[config.mk]
export PLATFORM = sky130hd
export DESIGN_NAME = id_remap_top
export DESIGN_NICKNAME = d
export VERILOG_FILES = /design/src/source/id_remap_pkg.sv /design/src/source/ax_issue.sv /design/src/source/id_remap_table.sv /design/src/source/id_remap_top.sv /design/src/source/rsp_restore.sv
export VERILOG_INCLUDE_DIRS = /design/src /design/src/source
export SDC_FILE = /design/constraint.sdc
export NUM_CORES = 1
export LEC_CHECK = 0
export ABC_AREA = 1
export BUFFER_PORTS_ARGS = -buffer_cell sky130_fd_sc_hd__buf_2
export CAP_MARGIN = 20
export CORE_UTILIZATION = 43
export CTS_CLUSTER_DIAMETER = 120
export DETAILED_ROUTE_END_ITERATION = 6
export MAX_ROUTING_LAYER = met4
export PLACE_DENSITY = 0.71
export SYNTH_ARGS = -nofsm -noshare
export SYNTH_HDL_FRONTEND = slang
export SYNTH_SLANG_ARGS = --single-unit
[constraint.sdc]
create_clock -name clk_i -period 5.22 [get_ports clk_i]
set_clock_uncertainty 0.05 [all_clocks]
set_input_delay 1.305 -clock clk_i [delete_from_list [all_inputs] [get_ports clk_i]]
set_output_delay 1.305 -clock clk_i [all_outputs]
set_load 0.05 [all_outputs]
[src/source/id_remap_defines.svh]
/*
  ID remapper parameters
  Widths of the request and response fields and the remap table sizes
*/
`ifndef ID_REMAP_DEFINES_SVH
`define ID_REMAP_DEFINES_SVH

// Input ID width seen on the requester side
`define ID_IN_W    4
// Entries per remap table
`define TABLE_SIZE 4
// Output ID width, which is also the table index width
`define ID_OUT_W   2
// In-flight bursts allowed per table entry
`define MAX_TXNS   3
// Counter width, wide enough for MAX_TXNS
`define CNT_W      2
`define ADDR_W     16
`define LEN_W      4
`define DATA_W     16
`define RESP_W     2

`endif

[src/source/id_remap_pkg.sv]
/*
  ID remapper package
  Field types, channel structs and the issue FSM encoding
*/
`default_nettype none
`include "id_remap_defines.svh"

package id_remap_pkg;

  // Field types
  typedef logic [`ID_IN_W-1:0]    in_id_t;
  typedef logic [`ID_OUT_W-1:0]   out_id_t;
  typedef logic [`CNT_W-1:0]      cnt_t;
  typedef logic [`ADDR_W-1:0]     addr_t;
  typedef logic [`LEN_W-1:0]      len_t;
  typedef logic [`DATA_W-1:0]     data_t;
  typedef logic [`RESP_W-1:0]     resp_t;
  // One bit per table entry
  typedef logic [`TABLE_SIZE-1:0] id_field_t;

  // Address channel as seen by the requester
  typedef struct packed {
    in_id_t id;
    addr_t  addr;
    len_t   len;
  } slv_ax_t;

  // Address channel toward the subordinate, with the narrow ID
  typedef struct packed {
    out_id_t id;
    addr_t   addr;
    len_t    len;
  } mst_ax_t;

  typedef struct packed {
    in_id_t id;
    resp_t  resp;
  } slv_b_t;

  typedef struct packed {
    out_id_t id;
    resp_t   resp;
  } mst_b_t;

  typedef struct packed {
    in_id_t id;
    data_t  data;
    resp_t  resp;
    logic   last;
  } slv_r_t;

  typedef struct packed {
    out_id_t id;
    data_t   data;
    resp_t   resp;
    logic    last;
  } mst_r_t;

  // Issue FSM of one address channel
  typedef enum logic {
    ISSUE_READY = 1'b0,
    ISSUE_HOLD  = 1'b1
  } issue_state_e;

endpackage

`default_nettype wire

[src/source/ax_issue.sv]
/*
  Address channel issue logic
  Admits a request, picks its output ID and pushes it to the remap table,
  then holds the chosen ID stable while the subordinate back-pressures
*/
`default_nettype none
`include "id_remap_defines.svh"

module ax_issue
  import id_remap_pkg::*;
(
  input  logic    clk_i,
  input  logic    rst_ni,
  // Requester side
  input  slv_ax_t slv_ax_i,
  input  logic    slv_valid_i,
  output logic    slv_ready_o,
  // Subordinate side
  output mst_ax_t mst_ax_o,
  output logic    mst_valid_o,
  input  logic    mst_ready_i,
  // Table lookup results
  input  logic    exists_i,
  input  logic    exists_full_i,
  input  out_id_t exists_id_i,
  input  logic    full_i,
  input  out_id_t free_id_i,
  // Table push
  output logic    push_o,
  output out_id_t push_out_id_o
);

  issue_state_e state_q, state_d;
  out_id_t      held_id_q, held_id_d;
  out_id_t      new_id;
  out_id_t      ax_id;
  logic         admit;

  // An in-flight ID needs room in its counter, a new ID needs a free entry
  assign admit  = exists_i ? !exists_full_i : !full_i;
  // Reuse the in-flight output ID so that ordering per input ID is kept
  assign new_id = exists_i ? exists_id_i : free_id_i;

  always_comb begin
    state_d     = state_q;
    held_id_d   = held_id_q;
    mst_valid_o = 1'b0;
    push_o      = 1'b0;
    ax_id       = new_id;
    unique case (state_q)
      ISSUE_READY: begin
        if (slv_valid_i && admit) begin
          // Forward and record the burst in the same cycle
          mst_valid_o = 1'b1;
          push_o      = 1'b1;
          if (!mst_ready_i) begin
            // Freeze the ID since the table has already changed at the next edge
            held_id_d = new_id;
            state_d   = ISSUE_HOLD;
          end
        end
      end
      ISSUE_HOLD: begin
        // Entry is already pushed, only keep presenting the stored ID
        mst_valid_o = 1'b1;
        ax_id       = held_id_q;
        if (mst_ready_i) begin
          state_d = ISSUE_READY;
        end
      end
      default: state_d = ISSUE_READY;
    endcase
  end

  // Requester sees the transfer exactly when the subordinate takes it
  assign slv_ready_o   = mst_valid_o & mst_ready_i;
  assign push_out_id_o = ax_id;
  assign mst_ax_o      = '{id: ax_id, addr: slv_ax_i.addr, len: slv_ax_i.len};

  always_ff @(posedge clk_i or negedge rst_ni) begin
    if (!rst_ni) begin
      state_q <= ISSUE_READY;
    end else begin
      state_q <= state_d;
    end
  end

  // Held output ID
  always_ff @(posedge clk_i) begin
    held_id_q <= held_id_d;
  end

endmodule

`default_nettype wire

[src/source/id_remap_table.sv]
/*
  ID remap table
  Each entry, indexed by output ID, holds an input ID and an in-flight count.
  Provides lowest-free search, input ID lookup, push and pop
*/
`default_nettype none
`include "id_remap_defines.svh"

module id_remap_table
  import id_remap_pkg::*;
(
  input  logic    clk_i,
  input  logic    rst_ni,
  // Push of a newly issued burst
  input  logic    push_i,
  input  in_id_t  push_in_id_i,
  input  out_id_t push_out_id_i,
  // Lookup of the pending request ID
  input  in_id_t  lookup_id_i,
  // Pop on a completed response
  input  logic    pop_i,
  input  out_id_t pop_out_id_i,
  // Search results
  output out_id_t free_id_o,
  output logic    full_o,
  output logic    exists_o,
  output out_id_t exists_id_o,
  output logic    exists_full_o,
  output in_id_t  pop_in_id_o
);

  in_id_t [`TABLE_SIZE-1:0] in_id_q;
  cnt_t   [`TABLE_SIZE-1:0] cnt_q, cnt_d;
  id_field_t                free;
  id_field_t                match;

  // An entry is free when no burst is in flight on it
  always_comb begin
    for (int i = 0; i < `TABLE_SIZE; i++) begin
      free[i]  = (cnt_q[i] == '0);
      // A stale input ID of a free entry must not match
      match[i] = (cnt_q[i] != '0) && (in_id_q[i] == lookup_id_i);
    end
  end

  // Priority search for the lowest free entry, walking down so the lowest wins
  always_comb begin
    free_id_o = '0;
    for (int i = `TABLE_SIZE - 1; i >= 0; i--) begin
      if (free[i]) begin
        free_id_o = out_id_t'(i);
      end
    end
  end

  assign full_o = ~|free;

  // Live input IDs are unique, so at most one bit of match is set
  always_comb begin
    exists_id_o = '0;
    for (int i = `TABLE_SIZE - 1; i >= 0; i--) begin
      if (match[i]) begin
        exists_id_o = out_id_t'(i);
      end
    end
  end

  assign exists_o      = |match;
  assign exists_full_o = (cnt_q[exists_id_o] == cnt_t'(`MAX_TXNS));

  // Original ID of the response that is being popped
  assign pop_in_id_o = in_id_q[pop_out_id_i];

  // Push and pop may hit the same entry in one cycle and then cancel out
  always_comb begin
    cnt_d = cnt_q;
    if (push_i) begin
      cnt_d[push_out_id_i] = cnt_d[push_out_id_i] + 1'b1;
    end
    if (pop_i) begin
      cnt_d[pop_out_id_i] = cnt_d[pop_out_id_i] - 1'b1;
    end
  end

  always_ff @(posedge clk_i or negedge rst_ni) begin
    if (!rst_ni) begin
      cnt_q <= '0;
    end else begin
      cnt_q <= cnt_d;
    end
  end

  // Input IDs are only meaningful while the count is nonzero
  always_ff @(posedge clk_i) begin
    if (push_i) begin
      in_id_q[push_out_id_i] <= push_in_id_i;
    end
  end

endmodule

`default_nettype wire

[src/source/id_remap_top.sv]
/*
  ID remapper top level
  Narrows request IDs from the requester to the subordinate and
  restores them on the responses, with one table per direction
*/
`default_nettype none
`include "id_remap_defines.svh"

module id_remap_top
  import id_remap_pkg::*;
(
  input  logic    clk_i,
  input  logic    rst_ni,
  // Requester request channels
  input  slv_ax_t slv_aw_i,
  input  logic    slv_aw_valid_i,
  output logic    slv_aw_ready_o,
  input  slv_ax_t slv_ar_i,
  input  logic    slv_ar_valid_i,
  output logic    slv_ar_ready_o,
  // Requester response channels
  output slv_b_t  slv_b_o,
  output logic    slv_b_valid_o,
  input  logic    slv_b_ready_i,
  output slv_r_t  slv_r_o,
  output logic    slv_r_valid_o,
  input  logic    slv_r_ready_i,
  // Subordinate request channels
  output mst_ax_t mst_aw_o,
  output logic    mst_aw_valid_o,
  input  logic    mst_aw_ready_i,
  output mst_ax_t mst_ar_o,
  output logic    mst_ar_valid_o,
  input  logic    mst_ar_ready_i,
  // Subordinate response channels
  input  mst_b_t  mst_b_i,
  input  logic    mst_b_valid_i,
  output logic    mst_b_ready_o,
  input  mst_r_t  mst_r_i,
  input  logic    mst_r_valid_i,
  output logic    mst_r_ready_o
);

  // Write direction table signals
  logic    wr_exists, wr_exists_full, wr_full, wr_push, wr_pop;
  out_id_t wr_exists_id, wr_free_id, wr_push_id, wr_pop_id;
  in_id_t  wr_pop_in_id;
  // Read direction table signals
  logic    rd_exists, rd_exists_full, rd_full, rd_push, rd_pop;
  out_id_t rd_exists_id, rd_free_id, rd_push_id, rd_pop_id;
  in_id_t  rd_pop_in_id;

  ax_issue u_aw_issue (
    .clk_i         ( clk_i          ),
    .rst_ni        ( rst_ni         ),
    .slv_ax_i      ( slv_aw_i       ),
    .slv_valid_i   ( slv_aw_valid_i ),
    .slv_ready_o   ( slv_aw_ready_o ),
    .mst_ax_o      ( mst_aw_o       ),
    .mst_valid_o   ( mst_aw_valid_o ),
    .mst_ready_i   ( mst_aw_ready_i ),
    .exists_i      ( wr_exists      ),
    .exists_full_i ( wr_exists_full ),
    .exists_id_i   ( wr_exists_id   ),
    .full_i        ( wr_full        ),
    .free_id_i     ( wr_free_id     ),
    .push_o        ( wr_push        ),
    .push_out_id_o ( wr_push_id     )
  );

  // Lookup and push both use the requester ID held stable on the port
  id_remap_table u_wr_table (
    .clk_i         ( clk_i          ),
    .rst_ni        ( rst_ni         ),
    .push_i        ( wr_push        ),
    .push_in_id_i  ( slv_aw_i.id    ),
    .push_out_id_i ( wr_push_id     ),
    .lookup_id_i   ( slv_aw_i.id    ),
    .pop_i         ( wr_pop         ),
    .pop_out_id_i  ( wr_pop_id      ),
    .free_id_o     ( wr_free_id     ),
    .full_o        ( wr_full        ),
    .exists_o      ( wr_exists      ),
    .exists_id_o   ( wr_exists_id   ),
    .exists_full_o ( wr_exists_full ),
    .pop_in_id_o   ( wr_pop_in_id   )
  );

  ax_issue u_ar_issue (
    .clk_i         ( clk_i          ),
    .rst_ni        ( rst_ni         ),
    .slv_ax_i      ( slv_ar_i       ),
    .slv_valid_i   ( slv_ar_valid_i ),
    .slv_ready_o   ( slv_ar_ready_o ),
    .mst_ax_o      ( mst_ar_o       ),
    .mst_valid_o   ( mst_ar_valid_o ),
    .mst_ready_i   ( mst_ar_ready_i ),
    .exists_i      ( rd_exists      ),
    .exists_full_i ( rd_exists_full ),
    .exists_id_i   ( rd_exists_id   ),
    .full_i        ( rd_full        ),
    .free_id_i     ( rd_free_id     ),
    .push_o        ( rd_push        ),
    .push_out_id_o ( rd_push_id     )
  );

  id_remap_table u_rd_table (
    .clk_i         ( clk_i          ),
    .rst_ni        ( rst_ni         ),
    .push_i        ( rd_push        ),
    .push_in_id_i  ( slv_ar_i.id    ),
    .push_out_id_i ( rd_push_id     ),
    .lookup_id_i   ( slv_ar_i.id    ),
    .pop_i         ( rd_pop         ),
    .pop_out_id_i  ( rd_pop_id      ),
    .free_id_o     ( rd_free_id     ),
    .full_o        ( rd_full        ),
    .exists_o      ( rd_exists      ),
    .exists_id_o   ( rd_exists_id   ),
    .exists_full_o ( rd_exists_full ),
    .pop_in_id_o   ( rd_pop_in_id   )
  );

  // Responses index the tables by their output ID to recover the input ID
  rsp_restore u_rsp_restore (
    .mst_b_i       ( mst_b_i        ),
    .mst_b_valid_i ( mst_b_valid_i  ),
    .mst_b_ready_o ( mst_b_ready_o  ),
    .slv_b_o       ( slv_b_o        ),
    .slv_b_valid_o ( slv_b_valid_o  ),
    .slv_b_ready_i ( slv_b_ready_i  ),
    .mst_r_i       ( mst_r_i        ),
    .mst_r_valid_i ( mst_r_valid_i  ),
    .mst_r_ready_o ( mst_r_ready_o  ),
    .slv_r_o       ( slv_r_o        ),
    .slv_r_valid_o ( slv_r_valid_o  ),
    .slv_r_ready_i ( slv_r_ready_i  ),
    .wr_in_id_i    ( wr_pop_in_id   ),
    .rd_in_id_i    ( rd_pop_in_id   ),
    .wr_pop_o      ( wr_pop         ),
    .wr_pop_id_o   ( wr_pop_id      ),
    .rd_pop_o      ( rd_pop         ),
    .rd_pop_id_o   ( rd_pop_id      )
  );

endmodule

`default_nettype wire

[src/source/rsp_restore.sv]
/*
  Response ID restore
  Puts the original input ID back on B and R and pops the remap tables
*/
`default_nettype none
`include "id_remap_defines.svh"

module rsp_restore
  import id_remap_pkg::*;
(
  // Write response
  input  mst_b_t  mst_b_i,
  input  logic    mst_b_valid_i,
  output logic    mst_b_ready_o,
  output slv_b_t  slv_b_o,
  output logic    slv_b_valid_o,
  input  logic    slv_b_ready_i,
  // Read response
  input  mst_r_t  mst_r_i,
  input  logic    mst_r_valid_i,
  output logic    mst_r_ready_o,
  output slv_r_t  slv_r_o,
  output logic    slv_r_valid_o,
  input  logic    slv_r_ready_i,
  // Table interface
  input  in_id_t  wr_in_id_i,
  input  in_id_t  rd_in_id_i,
  output logic    wr_pop_o,
  output out_id_t wr_pop_id_o,
  output logic    rd_pop_o,
  output out_id_t rd_pop_id_o
);

  // Each B completes one write burst
  assign slv_b_o       = '{id: wr_in_id_i, resp: mst_b_i.resp};
  assign slv_b_valid_o = mst_b_valid_i;
  assign mst_b_ready_o = slv_b_ready_i;
  assign wr_pop_o      = mst_b_valid_i & slv_b_ready_i;
  assign wr_pop_id_o   = mst_b_i.id;

  // The read entry stays live until the final beat has been taken
  assign slv_r_o       = '{id: rd_in_id_i, data: mst_r_i.data, resp: mst_r_i.resp,
                           last: mst_r_i.last};
  assign slv_r_valid_o = mst_r_valid_i;
  assign mst_r_ready_o = slv_r_ready_i;
  assign rd_pop_o      = mst_r_valid_i & slv_r_ready_i & mst_r_i.last;
  assign rd_pop_id_o   = mst_r_i.id;

endmodule

`default_nettype wire

== Word-level counts from Yosys, hierarchy flattened ==
Index checks and enable logic that the tools add are counted.

* Bits in read-only memories: 0
* Word-level logic and storage cells: 163
* Output and inout port bits: 81
* RAM bits: 0
* Memories: 0
* Register bits after elaboration: 54
* Bits in latches: 0

* Add/sub/neg operators: 4
* Multiplexer cells: 72
* Reduce and logical (&&, ||, !) cells: 38
* Div/mod/pow operators: 0
* Bitwise gates (word level): 9
* Eq/ne operators: 10
* Magnitude comparators: 10
* Multiply operators: 0
* Shift operators: 0

{| class="wikitable"
|+ Operator list
! cell !! count
|-
| $mux 2 || 30
|-
| $bwmux 16 || 2
|-
| $bwmux 8 || 4
|-
| $eq 4x4->1 || 8
|-
| $mux 8 || 4
|-
| $bmux 2 s2 || 6
|-
| $lt 2x3->1 const B || 6
|-
| $bmux 4 s2 || 2
|-
| $demux 2 s2 || 4
|-
| $demux 4 s2 || 2
|-
| $logic_not 2->1 || 8
|-
| $mux 4 || 4
|-
| $reduce_bool 2->1 || 8
|-
| $reduce_or 4->1 || 4
|-
| $logic_and 1x1->1 || 14
|-
| $mux 1 || 10
|-
| $ge 2x1->1 const B || 4
|-
| $pmux 1 s2 || 4
|-
| $reduce_and 3->1 || 2
|-
| $and 1x1->1 || 5
|-
| $add 2x1->2 const B || 2
|-
| $eq 2x2->1 const B || 2
|-
| $not 1->1 || 4
|-
| $sub 2x1->2 const B || 2
|-
| $logic_not 1->1 || 2
|}

== Depth between registers and ports, before layout ==
* Word-level depth: 20
* Mapped depth: 25
* Gate-level depth less buffers: 25

== Hierarchy ==
A second synthesis with hierarchy kept.

* Cell total of the unflattened synthesis: 571
* Area, all modules: 4246.6 µm²

{| class="wikitable"
|+ By module, submodules not included
! module !! area each (µm²) !! times used !! cells each
|-
| id_remap_table (u_rd_table) || 1647.8 || 1 || 213
|-
| id_remap_table (u_wr_table) || 1601.5 || 1 || 222
|-
| ax_issue || 349.1 || 2 || 47
|-
| rsp_restore || 299.0 || 1 || 42
|}

== Worst setup path after synthesis ==
OpenSTA, ideal clock, no wires.

* Path type: input-to-output
* From: input slv_ar_i[21] in the netlist's numbering
* To: output slv_ar_ready_o
* Arrival time: 3.468 ns
* Required time: 3.865 ns
* Path slack: 0.397 ns
* Cell stages on the path: 13
* Path through: buf_4 > xor2_1 > nor2_1 > nand2_2 > nand2_1 > nand2_2 > nand2_4 > o21ai_0 > nand3_2 > nand3_2 > nand2_1 > inv_1 > nor2_1

* Cells in the longest elaborated chain, start to end: 15

{| class="wikitable"
|+ RTL lines
! what !! line !! RTL
|-
| start, declared || id_remap_top.sv:18 || <nowiki>input slv_ax_t slv_ar_i,</nowiki>
|-
| $eq 4x4->1 || id_remap_table.sv:42 || <nowiki>match[i] = (cnt_q[i] != '0) && (in_id_q[i] == lookup_id_i);</nowiki>
|-
| $logic_and 1x1->1 || id_remap_table.sv:42 ||
|-
| $mux 2 (4 in a row) || id_remap_table.sv:62 || <nowiki>if (match[i]) begin</nowiki>
|-
| $bmux 2 s2 || id_remap_table.sv:69 || <nowiki>assign exists_full_o = (cnt_q[exists_id_o] == cnt_t'(`MAX_TXNS));</nowiki>
|-
| $mux 2 (implied by the code) || id_remap_table.sv:69 ||
|-
| $eq 2x2->1 || id_remap_table.sv:69 ||
|-
| $logic_not 1->1 || ax_issue.sv:40 || <nowiki>assign admit = exists_i ? !exists_full_i : !full_i;</nowiki>
|-
| $mux 1 (*) || ax_issue.sv:40 ||
|-
| $logic_and 1x1->1 (*) || ax_issue.sv:52 || <nowiki>if (slv_valid_i && admit) begin</nowiki>
|-
| $mux 1 (*) || ax_issue.sv:52 ||
|-
| $pmux 1 s2 (*) || ax_issue.sv:50 || <nowiki>unique case (state_q)</nowiki>
|-
| via mst_ar_valid_o || id_remap_top.sv:33 || <nowiki>output logic mst_ar_valid_o,</nowiki>
|-
| $and 1x1->1 (*) || ax_issue.sv:76 || <nowiki>assign slv_ready_o = mst_valid_o & mst_ready_i;</nowiki>
|-
| end, declared || id_remap_top.sv:20 || <nowiki>output logic slv_ar_ready_o,</nowiki>
|}

Mark *: on every way through the listed nets, which the timed path passes. The rest lies on a longest branch. The select of a mux whose other input is x is not followed.

== Final worst setup path ==
* From: input slv_aw_i[21] in the netlist's numbering
* To: output slv_aw_ready_o

* Cells in the longest elaborated chain, start to end: 15

{| class="wikitable"
|+ RTL lines
! what !! line !! RTL
|-
| start, declared || id_remap_top.sv:15 || <nowiki>input slv_ax_t slv_aw_i,</nowiki>
|-
| $eq 4x4->1 || id_remap_table.sv:42 ||
|-
| $logic_and 1x1->1 || id_remap_table.sv:42 ||
|-
| $mux 2 (4 in a row) || id_remap_table.sv:62 ||
|-
| $bmux 2 s2 || id_remap_table.sv:69 ||
|-
| $mux 2 (implied by the code) || id_remap_table.sv:69 ||
|-
| $eq 2x2->1 || id_remap_table.sv:69 ||
|-
| $logic_not 1->1 || ax_issue.sv:40 ||
|-
| $mux 1 (*) || ax_issue.sv:40 ||
|-
| $logic_and 1x1->1 (*) || ax_issue.sv:52 ||
|-
| $mux 1 (*) || ax_issue.sv:52 ||
|-
| $pmux 1 s2 (*) || ax_issue.sv:50 ||
|-
| $and 1x1->1 (*) || ax_issue.sv:76 ||
|-
| end, declared || id_remap_top.sv:17 || <nowiki>output logic slv_aw_ready_o,</nowiki>
|}

Every way passes the cells marked *; elsewhere a longest branch is shown, timed or not. The select of a mux whose other input is x is not followed.

==> flow_summary.yaml <==
final_layout:
  multi_input_area_um2: 2170
  nets: 695
  layout-drive-gt1-share_pct: 19.9
  finalInstanceArea_um2: 4480
  fill_cells: 1052
  layout_commonest_cell: "nand2_1"
  finish.utilization_pct: 43.6
  most-common-layout-cells: "187 x nand2_1, 62 x inv_1, 54 x nor2_1, 52 x nand3_1, 43 x buf_2"
  syn_to_final_growth_pct: -0.803
  seq_area_um2: 1530
  diodes: 0
pwr:
  p_sw_share_pct: 55.3
  pwr-share-clk_pct: 9.9
  power_mw: 2.65
  p_int_mw: 1.19
  p_sw_mw: 1.47
  power_density_nw_per_um2: 592
  seqPwrFrac_pct: 25.5
  ir_worst_vdd_mv: 0.269
  power_frac_comb_pct: 64.6
  p_leak_nw: 2.25
timing:
  fin_ws_ps: 870
  relSlewSlack_pct: 60.5
  setup_viol: 0
  tightest_slew_ps: 590
  maxSlewViolCount: 0
  period_minus_slack_ps: 4350
  finalCritPeriodShare_pct: 83.3
  hold_viol_final: 0
  fmaxAchievable_ghz: 0.230
  rsz0062_at_grt: "no"
  fin_tns_setup_ps: 0
synth:
  ys_seq_area_share_pct: 33.9
  synth_top_area_cell: "edfxtp_1"
  synth.mux.area_fraction_pct: 0
  synth-xor-area-share_pct: 2.13
  ys_ff_latch: 54
  syn_inst: 632
  syn_avg_cell_area_um2: 7.15
  netlist.area_leader.share_pct: 23.9
  syn-num-nets: 715
  synth_area_um2: 4520
  synth_top_family_by_area: "simple AND/OR/NAND/NOR gates"
  synth_warnings: 0
  synth_cell_types: 37
  synth_compound_gate_area_share_pct: 7.92
  synthSimpleGateAreaFrac_pct: 38.0
  yosys.area_share.adder_pct: 0
  synth_area_leaders: "edfxtp_1 24%, nand2_1 16%, buf_4 11%"
routing:
  num_vias: 3884
  first_pass_iters: 5
  met3WireLength_um: 617
  met1_length_um: 4590
  drtAntennaViolNets: 0
  dr.max_layer_used: "met4"
  post_drt_via_cell_ratio: 5.19
  wl_per_cell_um: 14.2
  route.met2.wl_um: 5040
  routed_wl_um: 10700
  drtIter0Drc: 232
  drcViolationCount: 0
critical_path:
  reg2reg_from: "u_wr_table.cnt_q[3]"
  crit_end: "slv_aw_ready_o"
  reg2reg_depth: 20
  cp.arrival_ps: 3000
  crit_start: "slv_aw_i[21]"
  worst_ep_required_time_ps: 3870
  end_kind: "output pin"
  r2r-end: "u_wr_table.cnt_q[1]"
  start_kind: "primary input"
  path_class: "primary input to output pin"
  path_max_fanout: 7
  rrSetupSlack_ps: 2250
clocking:
  h-tree-depth: 2
  post_cts_resized: 0
  clock-sinks: 54
  cts-root-buf: "clkbuf_8"
  ctsHoldBuffers: 0
  max-clock-path-buffers: 2
  clk_latency_ps: 330
  clkTransAtPathRegs_ps: 100
  cts_setup_buffers: 0
  cts_tree: "built"
  cts_made_buffers: 5
flow_run:
  max-cap-violations: 0
global_route:
  grt_pass1_wl_um: 17200
  antenna_found_initial: 0
  overflow: 0
  grt_usage_pct: 20.6
  grt_pass1_vias: 3577
  grt_max_degree: 20
die:
  fp.dieH_um: 105
  fp.coreArea_um2: 10300
  io-pin-count: 164
  die_x_um: 105
  initial_core_util_pct: 44.0
  design.die.area_um2: 10900
  rows: 37
placement:
  dpl.hpwl_um: 8300
  place_ws_ps: 880
  dpl-instance-area_um2: 4380
  globalplace.congestion: 0.894
  portBuffers: 43
min_path:
  min-delay-path-class: "register to register"
outcome:
  status: "finished, final reports clean"
## flip-flops by register name (all words and copies together) (netlist names)
name	count
u_wr_table.in_id_q	16
u_aw_issue.state_q	1
u_wr_table.cnt_q	8
u_ar_issue.held_id_q	2
u_rd_table.cnt_q	8
u_aw_issue.held_id_q	2
u_rd_table.in_id_q	16
u_ar_issue.state_q	1
## how the worst min path moves through the flow
stage / from / to / depth (start not counted)
after floorplan: u_rd_table.cnt_q[1] / u_rd_table.cnt_q[1] / 4
after global placement: u_rd_table.cnt_q[7] / u_rd_table.cnt_q[7] / 4
after detailed placement: u_wr_table.cnt_q[5] / u_wr_table.cnt_q[5] / 4
after CTS: u_rd_table.cnt_q[7] / u_rd_table.cnt_q[7] / 4
after global routing: u_aw_issue.state_q / u_aw_issue.state_q / 2
final: u_rd_table.cnt_q[7] / u_rd_table.cnt_q[7] / 4
## per-stage QoR
| stage | hold WS (ps) | std cells |
|---|---|---|
| after floorplan | 568 | 632 |
| after global placement | 663 | 741 |
| after detailed placement | 678 | 741 |
| after CTS | 701 | 749 |
| after global routing | 763 | 749 |
| final | 695 | 749 |
## per-layer routing
metal | vias up | track usage [%]
li1 | 1926 | -
met1 | 1774 | 24.7
met5 | - | -
met3 | 46 | 3.38
met2 | 138 | 33.2
met4 | 0 | 11.0
## power groups by stage
| stage | Clock (mW) | Sequential (mW) | Combinational (mW) |
|---|---|---|---|
| final | 0.262 | 0.676 | 1.71 |
| after global routing | 0.283 | 0.691 | 1.90 |
| after CTS | 0.271 | 0.674 | 1.69 |
| after detailed placement | 0 | 0.685 | 1.68 |
| after global placement | 0 | 0.681 | 1.66 |
| after floorplan | 0 | 0.665 | 1.46 |
## logic make-up after synthesis
logic type	count (synthesis)
and+or+nand+nor	360
buffers and inverters	149
DFF	54
xor gates and xnor gates	11
AOI/OAI and AO/OA	58
## layout make-up
type | count | share of cell area [%]
clock buffers | 5 | 1.54
inverters | 79 | 6.62
flip-flops and latches | 54 | 34.2
clock inverters | 3 | 0.642
multi-input cells | 429 | 48.4
well taps | 136 | 3.80
repair buffers | 43 | 4.80
## cells in the mapped netlist, drive strengths merged
master  count
xnor2       1
dfrtp      18
a21oi       8
o31a        1
nand2     215
inv        77
a22oi      11
buf        69
a221o       1
nand3b      6
nand3      61
o221ai      2
o21ai      30
or2         4
clkbuf      1
nor2       63
a31oi       1
o211ai      1
and2        1
clkinv      2
a21boi      2
o22ai       1
xor2       10
nand4      10
edfxtp     36
## worst max-delay path: stages
cell and delay (ps):
buf_2 150, inv_2 90, nand2_1 70, nand2_1 50, nor2_1 140, inv_1 60
nor2_1 100, nand2_1 70, nand2_2 80, nand2_2 90, nand3_1 80, nand3_1 90
nand3_2 100, nand2_1 90, a21boi_0 150, buf_2 290
Note: power is estimated with default switching activity, not from simulation.
